$ cat src/verilog/cpu_macros.svh
// global sizing for the pipelined cpu
// word width, register count, fetch address after reset
`ifndef CPU_MACROS_SVH
`define CPU_MACROS_SVH

// data and address width
`define WORD_W 32

// architectural registers, r0 included
`define REG_N 32

// first fetch address
`define PC_RESET 32'h0000_0000

`endif
$ cat src/verilog/cpu_types_pkg.sv
// shared cpu types
// data word, register index, opcode and funct codes
// control selects for alu, next pc, writeback and forwarding
`include "cpu_macros.svh"

package cpu_types_pkg;

  typedef logic [`WORD_W-1:0] word_t;
  typedef logic [$clog2(`REG_N)-1:0] regsel_t;

  // instr[31:26]
  typedef enum logic [5:0] {
    RTYPE = 6'h00,
    J     = 6'h02,
    BEQ   = 6'h04,
    BNE   = 6'h05,
    ADDIU = 6'h09,
    ORI   = 6'h0D,
    LUI   = 6'h0F,
    LW    = 6'h23,
    SW    = 6'h2B,
    HALT  = 6'h3F
  } opcode_t;

  // instr[5:0] of rtype
  typedef enum logic [5:0] {
    SLL  = 6'h00,
    JR   = 6'h08,
    ADDU = 6'h21,
    SUBU = 6'h23,
    AND  = 6'h24,
    OR   = 6'h25,
    SLT  = 6'h2A
  } funct_t;

  typedef enum logic [2:0] {ALU_ADD, ALU_SUB, ALU_AND, ALU_OR, ALU_SLT, ALU_SLL} alu_op_t;

  // add4 also marks a not taken branch once past execute
  typedef enum logic [1:0] {PC_ADD4, PC_BRANCH, PC_JUMP, PC_JR} pc_src_t;

  typedef enum logic [1:0] {WB_ALUOUT, WB_DATA, WB_LUI} wb_sel_t;

  typedef enum logic [1:0] {SRC_RDAT2, SRC_SHAMT, SRC_EXT} alu_src_t;

  typedef enum logic [1:0] {FWD_RDAT, FWD_EXMEM, FWD_MEMWB} fwd_sel_t;

endpackage

$ cat src/verilog/stage_if.sv
// pipeline register bundle
// _i fields feed a latch, _o fields leave it
// modports for the latches, the datapath and the hazard unit
`timescale 1ns/1ns

interface stage_if;
  import cpu_types_pkg::*;

  // if/id
  word_t npc_i1, npc_o1, instr_i1, instr_o1;

  // id/ex
  word_t npc_i2, npc_o2, rdat1_i2, rdat1_o2, rdat2_i2, rdat2_o2;
  word_t ext32_i2, ext32_o2, lui_i2, lui_o2;
  logic [4:0] shamt_i2, shamt_o2;
  logic [25:0] jaddr26_i2, jaddr26_o2;
  regsel_t rsel1_i2, rsel1_o2, rsel2_i2, rsel2_o2, wsel_i2, wsel_o2;
  alu_op_t alu_op_i2, alu_op_o2;
  alu_src_t alu_src_i2, alu_src_o2;
  wb_sel_t wb_sel_i2, wb_sel_o2;
  pc_src_t pc_src_i2, pc_src_o2;
  logic bne_i2, bne_o2, wen_i2, wen_o2, dren_i2, dren_o2, dwen_i2, dwen_o2;
  logic halt_i2, halt_o2;

  // ex/mem
  word_t aluout_i3, aluout_o3, dstore_i3, dstore_o3, lui_i3, lui_o3;
  word_t branch_addr_i3, branch_addr_o3, jump_addr_i3, jump_addr_o3;
  word_t jr_addr_i3, jr_addr_o3;
  regsel_t wsel_i3, wsel_o3;
  wb_sel_t wb_sel_i3, wb_sel_o3;
  pc_src_t pc_src_i3, pc_src_o3;
  logic wen_i3, wen_o3, dren_i3, dren_o3, dwen_i3, dwen_o3;
  // halt has no ex/mem copy, only the sticky flag
  logic halt_i3, halt_o;

  // mem/wb
  word_t aluout_i4, aluout_o4, dload_i4, dload_o4, lui_i4, lui_o4;
  regsel_t wsel_i4, wsel_o4;
  wb_sel_t wb_sel_i4, wb_sel_o4;
  logic wen_i4, wen_o4;

  modport pr (
    input  npc_i1, instr_i1, npc_i2, rdat1_i2, rdat2_i2, ext32_i2, lui_i2, shamt_i2,
           jaddr26_i2, rsel1_i2, rsel2_i2, wsel_i2, alu_op_i2, alu_src_i2, wb_sel_i2,
           pc_src_i2, bne_i2, wen_i2, dren_i2, dwen_i2, halt_i2, aluout_i3, dstore_i3,
           lui_i3, branch_addr_i3, jump_addr_i3, jr_addr_i3, wsel_i3, wb_sel_i3,
           pc_src_i3, wen_i3, dren_i3, dwen_i3, halt_i3, aluout_i4, dload_i4, lui_i4,
           wsel_i4, wb_sel_i4, wen_i4,
    output npc_o1, instr_o1, npc_o2, rdat1_o2, rdat2_o2, ext32_o2, lui_o2, shamt_o2,
           jaddr26_o2, rsel1_o2, rsel2_o2, wsel_o2, alu_op_o2, alu_src_o2, wb_sel_o2,
           pc_src_o2, bne_o2, wen_o2, dren_o2, dwen_o2, halt_o2, aluout_o3, dstore_o3,
           lui_o3, branch_addr_o3, jump_addr_o3, jr_addr_o3, wsel_o3, wb_sel_o3,
           pc_src_o3, wen_o3, dren_o3, dwen_o3, halt_o, aluout_o4, dload_o4, lui_o4,
           wsel_o4, wb_sel_o4, wen_o4
  );

  modport dp (
    output npc_i1, instr_i1, npc_i2, rdat1_i2, rdat2_i2, ext32_i2, lui_i2, shamt_i2,
           jaddr26_i2, rsel1_i2, rsel2_i2, wsel_i2, alu_op_i2, alu_src_i2, wb_sel_i2,
           pc_src_i2, bne_i2, wen_i2, dren_i2, dwen_i2, halt_i2, aluout_i3, dstore_i3,
           lui_i3, branch_addr_i3, jump_addr_i3, jr_addr_i3, wsel_i3, wb_sel_i3,
           pc_src_i3, wen_i3, dren_i3, dwen_i3, halt_i3, aluout_i4, dload_i4, lui_i4,
           wsel_i4, wb_sel_i4, wen_i4,
    input  npc_o1, instr_o1, npc_o2, rdat1_o2, rdat2_o2, ext32_o2, lui_o2, shamt_o2,
           jaddr26_o2, wsel_o2, alu_op_o2, alu_src_o2, wb_sel_o2, pc_src_o2, bne_o2,
           wen_o2, dren_o2, dwen_o2, halt_o2, aluout_o3, dstore_o3, lui_o3,
           branch_addr_o3, jump_addr_o3, jr_addr_o3, wsel_o3, wb_sel_o3, pc_src_o3,
           wen_o3, dren_o3, dwen_o3, halt_o, aluout_o4, dload_o4, lui_o4, wsel_o4,
           wb_sel_o4, wen_o4
  );

  modport hu (
    input rsel1_o2, rsel2_o2, wsel_o2, dren_o2, wen_o3, wsel_o3
  );

endinterface

$ cat src/verilog/datapath.sv
// top level five stage pipelined datapath
// pc and next pc mux, extender, forward and operand muxes
// branch and jump targets, redirect, memory ports, writeback mux
`timescale 1ns/1ns
`include "cpu_macros.svh"

module datapath (
  input  logic                 CLK,
  input  logic                 rst_n,
  input  logic                 ihit,
  input  cpu_types_pkg::word_t imemload,
  input  logic                 dhit,
  input  cpu_types_pkg::word_t dmemload,
  output cpu_types_pkg::word_t imemaddr,
  output logic                 dmemren,
  output logic                 dmemwen,
  output cpu_types_pkg::word_t dmemaddr,
  output cpu_types_pkg::word_t dmemstore,
  output logic                 halt
);
  import cpu_types_pkg::*;

  word_t    pc, npc, pc_next;
  logic     advance, stall, redirect;
  opcode_t  cu_op_class;
  alu_op_t  cu_alu_op;
  alu_src_t cu_alu_src;
  wb_sel_t  cu_wb_sel;
  pc_src_t  cu_pc_src;
  logic     cu_sign_ext, cu_wen, cu_dren, cu_dwen, cu_halt_op, cu_bne;
  regsel_t  cu_rsel1, cu_rsel2, cu_wsel;
  logic [15:0] cu_imm16;
  logic [4:0]  cu_shamt;
  logic [25:0] cu_jaddr26;
  fwd_sel_t fwd_a, fwd_b;
  word_t    exmem_val, wdat, opa, opb_raw, opb, alu_res;
  logic     alu_zero, taken;

  stage_if stif ();

  control_unit cu_inst (
    .instr(stif.instr_o1), .op_class(cu_op_class), .alu_op(cu_alu_op),
    .alu_src(cu_alu_src), .wb_sel(cu_wb_sel), .pc_src(cu_pc_src),
    .sign_ext(cu_sign_ext), .wen(cu_wen), .dren(cu_dren), .dwen(cu_dwen),
    .halt_op(cu_halt_op), .bne(cu_bne), .rsel1(cu_rsel1), .rsel2(cu_rsel2),
    .wsel(cu_wsel), .imm16(cu_imm16), .shamt(cu_shamt), .jaddr26(cu_jaddr26)
  );

  // writes wait for the pipeline to move
  register_file rf_inst (
    .CLK(CLK), .rst_n(rst_n), .wen(stif.wen_o4 & advance), .wsel(stif.wsel_o4),
    .rsel1(cu_rsel1), .rsel2(cu_rsel2), .wdat(wdat),
    .rdat1(stif.rdat1_i2), .rdat2(stif.rdat2_i2)
  );

  alu alu_inst (.op(stif.alu_op_o2), .a(opa), .b(opb), .result(alu_res), .zero(alu_zero));

  hazard_forward_unit hfu_inst (
    .dec_rsel1(cu_rsel1), .dec_rsel2(cu_rsel2), .stif(stif.hu),
    .memwb_wen(stif.wen_o4), .memwb_wsel(stif.wsel_o4),
    .stall(stall), .fwd_a(fwd_a), .fwd_b(fwd_b)
  );

  pipeline_regs pr_inst (
    .CLK(CLK), .rst_n(rst_n), .advance(advance), .stall(stall),
    .redirect(redirect), .stif(stif.pr)
  );

  // freeze on fetch miss, halt, or pending data access
  assign advance  = ihit & ~stif.halt_o & (~(stif.dren_o3 | stif.dwen_o3) | dhit);
  assign redirect = (stif.pc_src_o3 != PC_ADD4);

  // fetch
  assign npc      = pc + 32'd4;
  assign imemaddr = pc;
  assign stif.npc_i1   = npc;
  assign stif.instr_i1 = imemload;

  // redirect beats the load-use hold
  always_comb
  begin
    case (stif.pc_src_o3)
      PC_BRANCH: pc_next = stif.branch_addr_o3;
      PC_JUMP:   pc_next = stif.jump_addr_o3;
      PC_JR:     pc_next = stif.jr_addr_o3;
      default:   pc_next = stall ? pc : npc;
    endcase
  end

  always_ff @(posedge CLK or negedge rst_n)
  begin
    if (!rst_n)
      pc <= `PC_RESET;
    else if (advance)
      pc <= pc_next;
  end

  // decode stage sign or zero extend
  assign stif.ext32_i2   = cu_sign_ext ? {{16{cu_imm16[15]}}, cu_imm16} : {16'h0000, cu_imm16};
  assign stif.lui_i2     = (cu_op_class == LUI) ? {cu_imm16, 16'h0000} : '0;
  assign stif.npc_i2     = stif.npc_o1;
  assign stif.shamt_i2   = cu_shamt;
  assign stif.jaddr26_i2 = cu_jaddr26;
  assign stif.rsel1_i2   = cu_rsel1;
  assign stif.rsel2_i2   = cu_rsel2;
  assign stif.wsel_i2    = cu_wsel;
  assign stif.alu_op_i2  = cu_alu_op;
  assign stif.alu_src_i2 = cu_alu_src;
  assign stif.wb_sel_i2  = cu_wb_sel;
  assign stif.pc_src_i2  = cu_pc_src;
  assign stif.bne_i2     = cu_bne;
  assign stif.wen_i2     = cu_wen;
  assign stif.dren_i2    = cu_dren;
  assign stif.dwen_i2    = cu_dwen;
  assign stif.halt_i2    = cu_halt_op;

  // forward value from ex/mem is the alu result or lui
  assign exmem_val = (stif.wb_sel_o3 == WB_LUI) ? stif.lui_o3 : stif.aluout_o3;

  always_comb
  begin
    case (fwd_a)
      FWD_EXMEM: opa = exmem_val;
      FWD_MEMWB: opa = wdat;
      default:   opa = stif.rdat1_o2;
    endcase
    // forward before the source mux since store data needs it too
    case (fwd_b)
      FWD_EXMEM: opb_raw = exmem_val;
      FWD_MEMWB: opb_raw = wdat;
      default:   opb_raw = stif.rdat2_o2;
    endcase
    case (stif.alu_src_o2)
      SRC_SHAMT: opb = word_t'(stif.shamt_o2);
      SRC_EXT:   opb = stif.ext32_o2;
      default:   opb = opb_raw;
    endcase
  end

  // not taken branch falls back to add4
  assign taken = stif.bne_o2 ? ~alu_zero : alu_zero;
  assign stif.pc_src_i3 = (stif.pc_src_o2 == PC_BRANCH && !taken) ? PC_ADD4 : stif.pc_src_o2;
  assign stif.branch_addr_i3 = stif.npc_o2 + (stif.ext32_o2 << 2);
  assign stif.jump_addr_i3   = {stif.npc_o2[31:28], stif.jaddr26_o2, 2'b00};
  assign stif.jr_addr_i3     = opa;
  assign stif.aluout_i3      = alu_res;
  assign stif.dstore_i3      = opb_raw;
  assign stif.lui_i3         = stif.lui_o2;
  assign stif.wsel_i3        = stif.wsel_o2;
  assign stif.wb_sel_i3      = stif.wb_sel_o2;
  assign stif.wen_i3         = stif.wen_o2;
  assign stif.dren_i3        = stif.dren_o2;
  assign stif.dwen_i3        = stif.dwen_o2;
  assign stif.halt_i3        = stif.halt_o2;

  // memory ports straight off ex/mem
  assign dmemren   = stif.dren_o3;
  assign dmemwen   = stif.dwen_o3;
  assign dmemaddr  = stif.aluout_o3;
  assign dmemstore = stif.dstore_o3;
  assign halt      = stif.halt_o;

  assign stif.aluout_i4 = stif.aluout_o3;
  assign stif.dload_i4  = dmemload;
  assign stif.lui_i4    = stif.lui_o3;
  assign stif.wsel_i4   = stif.wsel_o3;
  assign stif.wb_sel_i4 = stif.wb_sel_o3;
  assign stif.wen_i4    = stif.wen_o3;

  // writeback
  always_comb
  begin
    case (stif.wb_sel_o4)
      WB_DATA: wdat = stif.dload_o4;
      WB_LUI:  wdat = stif.lui_o4;
      default: wdat = stif.aluout_o4;
    endcase
  end

endmodule

$ cat src/verilog/pipeline_regs.sv
// if/id, id/ex, ex/mem and mem/wb latches
// hold on back-pressure, bubble on load-use, flush on redirect
// sticky halt flag
`timescale 1ns/1ns

module pipeline_regs (
  input logic CLK,
  input logic rst_n,
  input logic advance,
  input logic stall,
  input logic redirect,
  stage_if.pr stif
);
  import cpu_types_pkg::*;

  logic bubble_ex;

  // id/ex gets a bubble on either load-use or redirect
  assign bubble_ex = stall | redirect;

  // control state clears to bubbles
  always_ff @(posedge CLK or negedge rst_n)
  begin
    if (!rst_n)
    begin
      stif.instr_o1  <= '0;
      stif.pc_src_o2 <= PC_ADD4;
      stif.wen_o2    <= 1'b0;
      stif.dren_o2   <= 1'b0;
      stif.dwen_o2   <= 1'b0;
      stif.halt_o2   <= 1'b0;
      stif.pc_src_o3 <= PC_ADD4;
      stif.wen_o3    <= 1'b0;
      stif.dren_o3   <= 1'b0;
      stif.dwen_o3   <= 1'b0;
      stif.wen_o4    <= 1'b0;
      stif.halt_o    <= 1'b0;
    end
    else if (advance)
    begin
      // zero instr word decodes as a no-op
      if (redirect)
        stif.instr_o1 <= '0;
      else if (!stall)
        stif.instr_o1 <= stif.instr_i1;
      stif.pc_src_o2 <= bubble_ex ? PC_ADD4 : stif.pc_src_i2;
      stif.wen_o2    <= stif.wen_i2 & ~bubble_ex;
      stif.dren_o2   <= stif.dren_i2 & ~bubble_ex;
      stif.dwen_o2   <= stif.dwen_i2 & ~bubble_ex;
      stif.halt_o2   <= stif.halt_i2 & ~bubble_ex;
      // ex/mem flush kills the instr behind the branch
      stif.pc_src_o3 <= redirect ? PC_ADD4 : stif.pc_src_i3;
      stif.wen_o3    <= stif.wen_i3 & ~redirect;
      stif.dren_o3   <= stif.dren_i3 & ~redirect;
      stif.dwen_o3   <= stif.dwen_i3 & ~redirect;
      stif.wen_o4    <= stif.wen_i4;
      // halt reaching ex/mem freezes everything, so it never clears
      if (stif.halt_i3 && !redirect)
        stif.halt_o <= 1'b1;
    end
  end

  // payload fields only matter while their enables are set
  always_ff @(posedge CLK)
  begin
    if (advance)
    begin
      if (!stall)
        stif.npc_o1 <= stif.npc_i1;
      stif.npc_o2         <= stif.npc_i2;
      stif.rdat1_o2       <= stif.rdat1_i2;
      stif.rdat2_o2       <= stif.rdat2_i2;
      stif.ext32_o2       <= stif.ext32_i2;
      stif.lui_o2         <= stif.lui_i2;
      stif.shamt_o2       <= stif.shamt_i2;
      stif.jaddr26_o2     <= stif.jaddr26_i2;
      stif.rsel1_o2       <= stif.rsel1_i2;
      stif.rsel2_o2       <= stif.rsel2_i2;
      stif.wsel_o2        <= stif.wsel_i2;
      stif.alu_op_o2      <= stif.alu_op_i2;
      stif.alu_src_o2     <= stif.alu_src_i2;
      stif.wb_sel_o2      <= stif.wb_sel_i2;
      stif.bne_o2         <= stif.bne_i2;
      stif.aluout_o3      <= stif.aluout_i3;
      stif.dstore_o3      <= stif.dstore_i3;
      stif.lui_o3         <= stif.lui_i3;
      stif.branch_addr_o3 <= stif.branch_addr_i3;
      stif.jump_addr_o3   <= stif.jump_addr_i3;
      stif.jr_addr_o3     <= stif.jr_addr_i3;
      stif.wsel_o3        <= stif.wsel_i3;
      stif.wb_sel_o3      <= stif.wb_sel_i3;
      // load data captured as the load leaves ex/mem
      stif.aluout_o4      <= stif.aluout_i4;
      stif.dload_o4       <= stif.dload_i4;
      stif.lui_o4         <= stif.lui_i4;
      stif.wsel_o4        <= stif.wsel_i4;
      stif.wb_sel_o4      <= stif.wb_sel_i4;
    end
  end

endmodule

$ cat src/verilog/hazard_forward_unit.sv
// load-use stall detection
// forward selects for both execute operands
`timescale 1ns/1ns

module hazard_forward_unit (
  input  cpu_types_pkg::regsel_t  dec_rsel1, dec_rsel2,
  stage_if.hu                     stif,
  input  logic                    memwb_wen,
  input  cpu_types_pkg::regsel_t  memwb_wsel,
  output logic                    stall,
  output cpu_types_pkg::fwd_sel_t fwd_a, fwd_b
);
  import cpu_types_pkg::*;

  // load in id/ex feeding the instr in decode
  // one bubble, then mem/wb forwarding covers it
  assign stall = stif.dren_o2 && (stif.wsel_o2 != '0) &&
                 ((stif.wsel_o2 == dec_rsel1) || (stif.wsel_o2 == dec_rsel2));

  // ex/mem is younger, so it wins over mem/wb
  function automatic fwd_sel_t pick(input regsel_t src);
    if (src == '0)
      return FWD_RDAT;
    else if (stif.wen_o3 && stif.wsel_o3 == src)
      return FWD_EXMEM;
    else if (memwb_wen && memwb_wsel == src)
      return FWD_MEMWB;
    else
      return FWD_RDAT;
  endfunction

  assign fwd_a = pick(stif.rsel1_o2);
  assign fwd_b = pick(stif.rsel2_o2);

endmodule

$ cat src/verilog/alu.sv
// arithmetic and logic unit
// add, sub, and, or, signed slt, sll by b[4:0], zero flag
`timescale 1ns/1ns

module alu (
  input  cpu_types_pkg::alu_op_t op,
  input  cpu_types_pkg::word_t   a, b,
  output cpu_types_pkg::word_t   result,
  output logic                   zero
);
  import cpu_types_pkg::*;

  always_comb
  begin
    case (op)
      ALU_SUB: result = a - b;
      ALU_AND: result = a & b;
      ALU_OR:  result = a | b;
      // result is 0 or 1 from a signed compare
      ALU_SLT: result = word_t'($signed(a) < $signed(b));
      ALU_SLL: result = a << b[4:0];
      default: result = a + b;
    endcase
  end

  // feeds beq/bne
  assign zero = (result == '0);

endmodule

$ cat src/verilog/register_file.sv
// 32 entry register file with r0 hardwired to zero
// two read ports with write-through from the write port
`timescale 1ns/1ns
`include "cpu_macros.svh"

module register_file (
  input  logic                   CLK,
  input  logic                   rst_n,
  input  logic                   wen,
  input  cpu_types_pkg::regsel_t wsel, rsel1, rsel2,
  input  cpu_types_pkg::word_t   wdat,
  output cpu_types_pkg::word_t   rdat1, rdat2
);
  import cpu_types_pkg::*;

  // r0 has no storage
  word_t regs [1:`REG_N-1];

  always_ff @(posedge CLK or negedge rst_n)
  begin
    if (!rst_n)
    begin
      for (int i = 1; i < `REG_N; i++)
        regs[i] <= '0;
    end
    else if (wen && wsel != '0)
      regs[wsel] <= wdat;
  end

  // same cycle write is visible to decode
  function automatic word_t read_port(input regsel_t sel);
    if (sel == '0)
      return '0;
    else if (wen && sel == wsel)
      return wdat;
    else
      return regs[sel];
  endfunction

  assign rdat1 = read_port(rsel1);
  assign rdat2 = read_port(rsel2);

endmodule

$ cat src/verilog/control_unit.sv
// instruction decoder
// opcode and funct to alu, source, writeback and next pc selects
// register selects, immediates, memory and halt enables
`timescale 1ns/1ns

module control_unit (
  input  cpu_types_pkg::word_t    instr,
  output cpu_types_pkg::opcode_t  op_class,
  output cpu_types_pkg::alu_op_t  alu_op,
  output cpu_types_pkg::alu_src_t alu_src,
  output cpu_types_pkg::wb_sel_t  wb_sel,
  output cpu_types_pkg::pc_src_t  pc_src,
  output logic                    sign_ext, wen, dren, dwen, halt_op, bne,
  output cpu_types_pkg::regsel_t  rsel1, rsel2, wsel,
  output logic [15:0]             imm16,
  output logic [4:0]              shamt,
  output logic [25:0]             jaddr26
);
  import cpu_types_pkg::*;

  funct_t funct;
  logic   wen_raw;

  assign op_class = opcode_t'(instr[31:26]);
  assign funct    = funct_t'(instr[5:0]);
  assign rsel2    = instr[20:16];
  assign imm16    = instr[15:0];
  assign shamt    = instr[10:6];
  assign jaddr26  = instr[25:0];

  // a write to r0 is dropped here, so the all zero bubble is a no-op
  assign wen = wen_raw && (wsel != '0);

  always_comb
  begin
    // defaults decode as a no-op
    alu_op   = ALU_ADD;
    alu_src  = SRC_RDAT2;
    wb_sel   = WB_ALUOUT;
    pc_src   = PC_ADD4;
    sign_ext = 1'b0;
    wen_raw  = 1'b0;
    dren     = 1'b0;
    dwen     = 1'b0;
    halt_op  = 1'b0;
    bne      = 1'b0;
    rsel1    = instr[25:21];
    // stores and branches leave r0 as dest
    wsel     = '0;
    case (op_class)
      RTYPE:
      begin
        wsel    = instr[15:11];
        wen_raw = 1'b1;
        case (funct)
          ADDU: alu_op = ALU_ADD;
          SUBU: alu_op = ALU_SUB;
          AND:  alu_op = ALU_AND;
          OR:   alu_op = ALU_OR;
          SLT:  alu_op = ALU_SLT;
          SLL:
          begin
            // shifts rt, so rt goes on the a side
            alu_op  = ALU_SLL;
            alu_src = SRC_SHAMT;
            rsel1   = instr[20:16];
          end
          JR:
          begin
            pc_src  = PC_JR;
            wen_raw = 1'b0;
          end
          default: wen_raw = 1'b0;
        endcase
      end
      ADDIU:
      begin
        wsel     = instr[20:16];
        wen_raw  = 1'b1;
        alu_src  = SRC_EXT;
        sign_ext = 1'b1;
      end
      ORI:
      begin
        wsel    = instr[20:16];
        wen_raw = 1'b1;
        alu_op  = ALU_OR;
        alu_src = SRC_EXT;
      end
      LUI:
      begin
        wsel    = instr[20:16];
        wen_raw = 1'b1;
        wb_sel  = WB_LUI;
      end
      LW:
      begin
        wsel     = instr[20:16];
        wen_raw  = 1'b1;
        alu_src  = SRC_EXT;
        sign_ext = 1'b1;
        dren     = 1'b1;
        wb_sel   = WB_DATA;
      end
      SW:
      begin
        alu_src  = SRC_EXT;
        sign_ext = 1'b1;
        dwen     = 1'b1;
      end
      BEQ, BNE:
      begin
        // compare by subtract, offset is signed
        alu_op   = ALU_SUB;
        sign_ext = 1'b1;
        pc_src   = PC_BRANCH;
        bne      = (op_class == BNE);
      end
      J:       pc_src  = PC_JUMP;
      HALT:    halt_op = 1'b1;
      default: ;
    endcase
  end

endmodule

$ cat config.mk
export PLATFORM = sky130hd
export DESIGN_NAME = datapath
export DESIGN_NICKNAME = d
export VERILOG_FILES = /design/src/verilog/cpu_types_pkg.sv /design/src/verilog/stage_if.sv /design/src/verilog/datapath.sv /design/src/verilog/pipeline_regs.sv /design/src/verilog/hazard_forward_unit.sv /design/src/verilog/alu.sv /design/src/verilog/register_file.sv /design/src/verilog/control_unit.sv
export VERILOG_INCLUDE_DIRS = /design/src /design/src/verilog
export SDC_FILE = /design/constraint.sdc
export NUM_CORES = 2
export LEC_CHECK = 0
export BUFFER_PORTS_ARGS = -buffer_cell sky130_fd_sc_hd__clkbuf_2
export CORE_MARGIN = 5
export CORE_UTILIZATION = 64
export CTS_BUF_LIST = sky130_fd_sc_hd__clkbuf_16
export CTS_CLUSTER_SIZE = 8
export DETAILED_ROUTE_END_ITERATION = 6
export MAX_ROUTING_LAYER = met4
export PLACE_DENSITY = 0.83
export SYNTH_ARGS = -nofsm -noshare
export SYNTH_HDL_FRONTEND = slang
export SYNTH_SLANG_ARGS = --single-unit
$ cat constraint.sdc
create_clock -name CLK -period 17.5 [get_ports CLK]
set_clock_uncertainty 0.05 [all_clocks]
set_input_delay 0 -clock CLK [delete_from_list [all_inputs] [get_ports CLK]]
set_output_delay 0 -clock CLK [all_outputs]
set_load 0.03 [all_outputs]
==> results.sh <==
export IMPL_grt_met2_usage_pct=64.7
export IMPL_floorplan_rows=131
export IMPL_synth_enable_flop_cells=457
export IMPL_async_flop_share_pct=70.1
export IMPL_layout_commonest_cell="nand2_1"
export IMPL_vias_per_cell=7.12
export IMPL_final_critical_path_setup_slack_ns=8.83
export IMPL_top_level_ports=167
export IMPL_fmax_ghz=0.115
export IMPL_power_static_leakage_nw=37.0
export IMPL_post_route_clock_period_utilization_pct=49.5
export IMPL_failing_checks="DRC"
export IMPL_first_global_vias=70500
export IMPL_synthDominantCellAreaShare_pct=32.6
export IMPL_gr_usage_all_layers_pct=44.5
export IMPL_maxCapViolations=0
export IMPL_gr_usage_met1_pct=55.3
export IMPL_hold_viol_final=0
export IMPL_synth_area_per_cell_um2=9.53
export IMPL_die_width_um=368
export IMPL_dr_wl_cell_um=29.0
export IMPL_synth_compound_gate_area_share_pct=17.0
export IMPL_layout_core_utilization_pct=71.3
export IMPL_synthCells=8613
export IMPL_path_clk_slew_ns=0.06
export IMPL_post_synth_num_cell_types=105
export IMPL_grt_start_max_net_pins=190
export IMPL_mostFrequentLayoutCells="nand2_1, o21ai_0, dfrtp_1, edfxtp_1, nand3_1"
export IMPL_finalSetupTns_ns=0
export IMPL_flow_area_growth_from_synthesis_pct=10.8
export IMPL_outcome="finished, violations left"
export IMPL_dr_pass1_iters=7
export IMPL_synth_area_um2=82100
export IMPL_grt_first_pass_wirelength_um=442000
export IMPL_timing_final_crit_period_ns=8.67
export IMPL_postSynthNetCount=8822
export IMPL_globalplace_congestion=1.06
export IMPL_root_buf_cell="clkbuf_16"
export IMPL_post_cts_resized=0
export IMPL_detailed_place_hpwl_um=179000
export IMPL_synth_top_cells_by_area="dfrtp_1, edfxtp_1, nand2_1, mux4_2, o21ai_0"
export IMPL_htreeDepth=4
export IMPL_tritoncts_clock_tree="done"
export IMPL_grt_busiest_layer="met2"
export IMPL_crit_start="pr_inst.stif.wsel_o4[3]"
export IMPL_final_setup_viol_count=0
export IMPL_global_route_overflow_total=0
export IMPL_critPathCaptureType="flip-flop"
export IMPL_crit_path_max_fanout=53
export IMPL_critical_path_required_ns=18.17
export IMPL_totalPowerFinal_mw=13.1
export IMPL_worstReg2RegStart="pr_inst.stif.wsel_o4[3]"
export IMPL_max_slew_worst_pin_slew_ns=1.41
export IMPL_gr_usage_met3_pct=11.4
export IMPL_final_layout_size_suffix_gt1_share_pct=11.9
export IMPL_place_worst_setup_slack_ns=8.95
export IMPL_core_area_um2=128000
export IMPL_detail_route_wirelength_um=298000
export IMPL_unrepaired_setup_endpoints_after_global_routing="no"
export IMPL_num_vias=73200
export IMPL_powerDensity_nw_per_um2=144
export IMPL_dominantRegCellSynth="dfrtp_1"
export IMPL_detailedRoute_firstIterationViolations=11900
export IMPL_synthDominantAreaCellType="dfrtp_1"
export IMPL_clkLatencyLatePin_ns=0.87
export IMPL_area_enclosed_by_the_die_boundary_um2=136000
export IMPL_max_clock_path_buffers=3
export IMPL_layout_nets=8739
export IMPL_synth_top_family_by_area="compound AO/OA/AOI/OAI gates"
export IMPL_post_synth_mux_area_share_pct=9.44
export IMPL_hp_start="dmemload[22]"
export IMPL_antenna_left=0
export IMPL_ys_seq_elements=1526
export IMPL_slew_headroom_pct=5.94
export IMPL_worst_ep_arrival_time_ns=9.34
export IMPL_placement_io_buffers=166
export IMPL_share_of_synthesized_cell_area_in_full_adder_half_adder_and_majority_cells_pct=2.18
export IMPL_post_synth_xor_area_fraction_pct=1.18
export IMPL_clock_sinks=1526
export IMPL_synth_yosys_warnings=0
export IMPL_power_ir_vdd_worst_uv=119
export IMPL_initial_utilization_pct=64.4
export IMPL_initial_antenna_violation_count=14
export IMPL_yosys_area_share_simple_pct=16.6
export IMPL_hold_class="input pin to flip-flop"
export IMPL_synth_sequential_area_ratio_pct=49.3
export IMPL_dieHeight_um=368
export IMPL_drcViolationCount=14
export IMPL_drv_slew=0
export IMPL_crit_path_start_kind="flip-flop"
export IMPL_cts_buffers=209
export IMPL_path_class="flip-flop to flip-flop"
## worst paths after layout
path,endpoint,slack (ns),depth (start not counted)
worst max-delay path,pr_inst.stif.pc_src_o3[0],8.83,26
worst min-delay path,pr_inst.stif.dload_o4[22],0.35,3
worst max register to register,pr_inst.stif.pc_src_o3[0],8.83,26
worst min register to register,pr_inst.stif.npc_o2[19],0.36,0
max in group asynchronous,rf_inst.regs[233],13.75,7
min in group asynchronous,rf_inst.regs[312],0.36,4
## routing by layer
layer,share of wire [%],vias to the layer above
met3,13,1658
met5,0,-
met4,8.7,0
met1,35,35200
met2,44,5745
li1,-,30600
## cell usage after synthesis, drive strengths merged, types with 15 or more instances
master and instances:
nand2 2185, o21ai 1187, dfrtp 1069, clkbuf 632
edfxtp 457, nand3 434, nor2 334, a21oi 298
mux4 289, a311oi 159, inv 159, ha 138
buf 124, and3 94, a22o 92, xnor2 81
mux2i 67, a31oi 60, a22oi 52, a211oi 51
mux2 51, nor3 43, a222oi 42, o211ai 34
a221o 33, xor2 30, nor2b 29, o221ai 29
a21o 27, o21a 27, and2 26, nand2b 22
a221oi 20, o22ai 19, nand4 18, or3 18
nor4 15, o2111ai 15
## repair_timing
item / 4_1_cts / 5_1_grt
setup endpoints to repair: 0 / 0
buffers inserted: 0 / 0
hold buffers: 133 / 0
endpoints found under the hold margin: 204 / 0
## critical path, cell delays in order (launching register included)
cell	delay (ns)
edfxtp_1	0.60
xor2_1	0.25
nor3_1	0.31
nand3_1	0.13
nor3_1	0.24
ha_2	0.22
buf_4	0.43
inv_1	0.37
nand2_1	0.47
o221ai_1	0.44
ha_1	0.62
nor2b_1	0.21
a211oi_1	0.09
or4b_1	0.58
a41oi_1	0.47
o21ai_1	0.23
o21bai_1	0.36
o21a_1	0.20
a21oi_1	0.10
a221oi_1	0.60
o221a_2	0.31
o21ai_0	0.12
or2_0	0.26
nor4_2	0.40
a21oi_1	0.11
nor3_1	0.27
o31ai_2	0.09
## layout make-up
cell class	instances	area, um^2
Fill cell	8930	36600
Multi-Input combinational cell	6170	38400
Sequential cell	1526	40500
Clock inverter	76	596
Timing Repair Buffer	462	3510
Clock buffer	209	5230
Inverter	161	631
Antenna cell	8	20.0
Tap cell	1662	2080
## sequential cells by signal (all words and copies together) (netlist names), 22 cells and up
| signal | flops |
|---|---|
| pr_inst.stif.jaddr26_o2 | 22 |
| pr_inst.stif.branch_addr_o3 | 32 |
| pr_inst.stif.rdat2_o2 | 32 |
| pr_inst.stif.npc_o1 | 32 |
| pr_inst.stif.jr_addr_o3 | 32 |
| pr_inst.stif.aluout_o3 | 32 |
| pr_inst.stif.instr_o1 | 32 |
| rf_inst.regs | 992 |
| pr_inst.stif.npc_o2 | 32 |
| pr_inst.stif.aluout_o4 | 32 |
| pr_inst.stif.rdat1_o2 | 32 |
| imemaddr | 32 |
| pr_inst.stif.dload_o4 | 32 |
| pr_inst.stif.dstore_o3 | 32 |
| pr_inst.stif.jump_addr_o3 | 30 |
## cell families (layout without fill, tap and decap cells)
logic type / after synthesis / after routing
AOI/OAI and AO/OA: 2249 / 2249
xor gates and xnor gates: 111 / 111
adders and majority gates: 141 / 141
buffers and inverters: 917 / 908
DFF: 1526 / 1526
muxes: 407 / 407
other: 0 / 8
and+or+nand+nor: 3262 / 3262
## stage by stage
| stage | instance area, um^2 | hold slack, ns | std cells |
|---|---|---|---|
| finish | 91000 | 0.346 | 10300 |
| floorplan | 82100 | -0.346 | 8613 |
| global route | 91000 | 0.362 | 10300 |
| CTS | 90900 | 0.306 | 10300 |
| global placement | 83800 | 0.0700 | 9848 |
| detailed placement | 83800 | 0.0724 | 9848 |
## where the power goes
group | leakage, nW | internal (mW) | switching (mW)
Clock | 3.03 | 2.12 | 1.59
Sequential | 19.3 | 4.24 | 0.514
Combinational | 14.7 | 1.38 | 3.29
Total | 37.0 | 7.74 | 5.39
No activity file was read; power rests on OpenSTA's default activity.
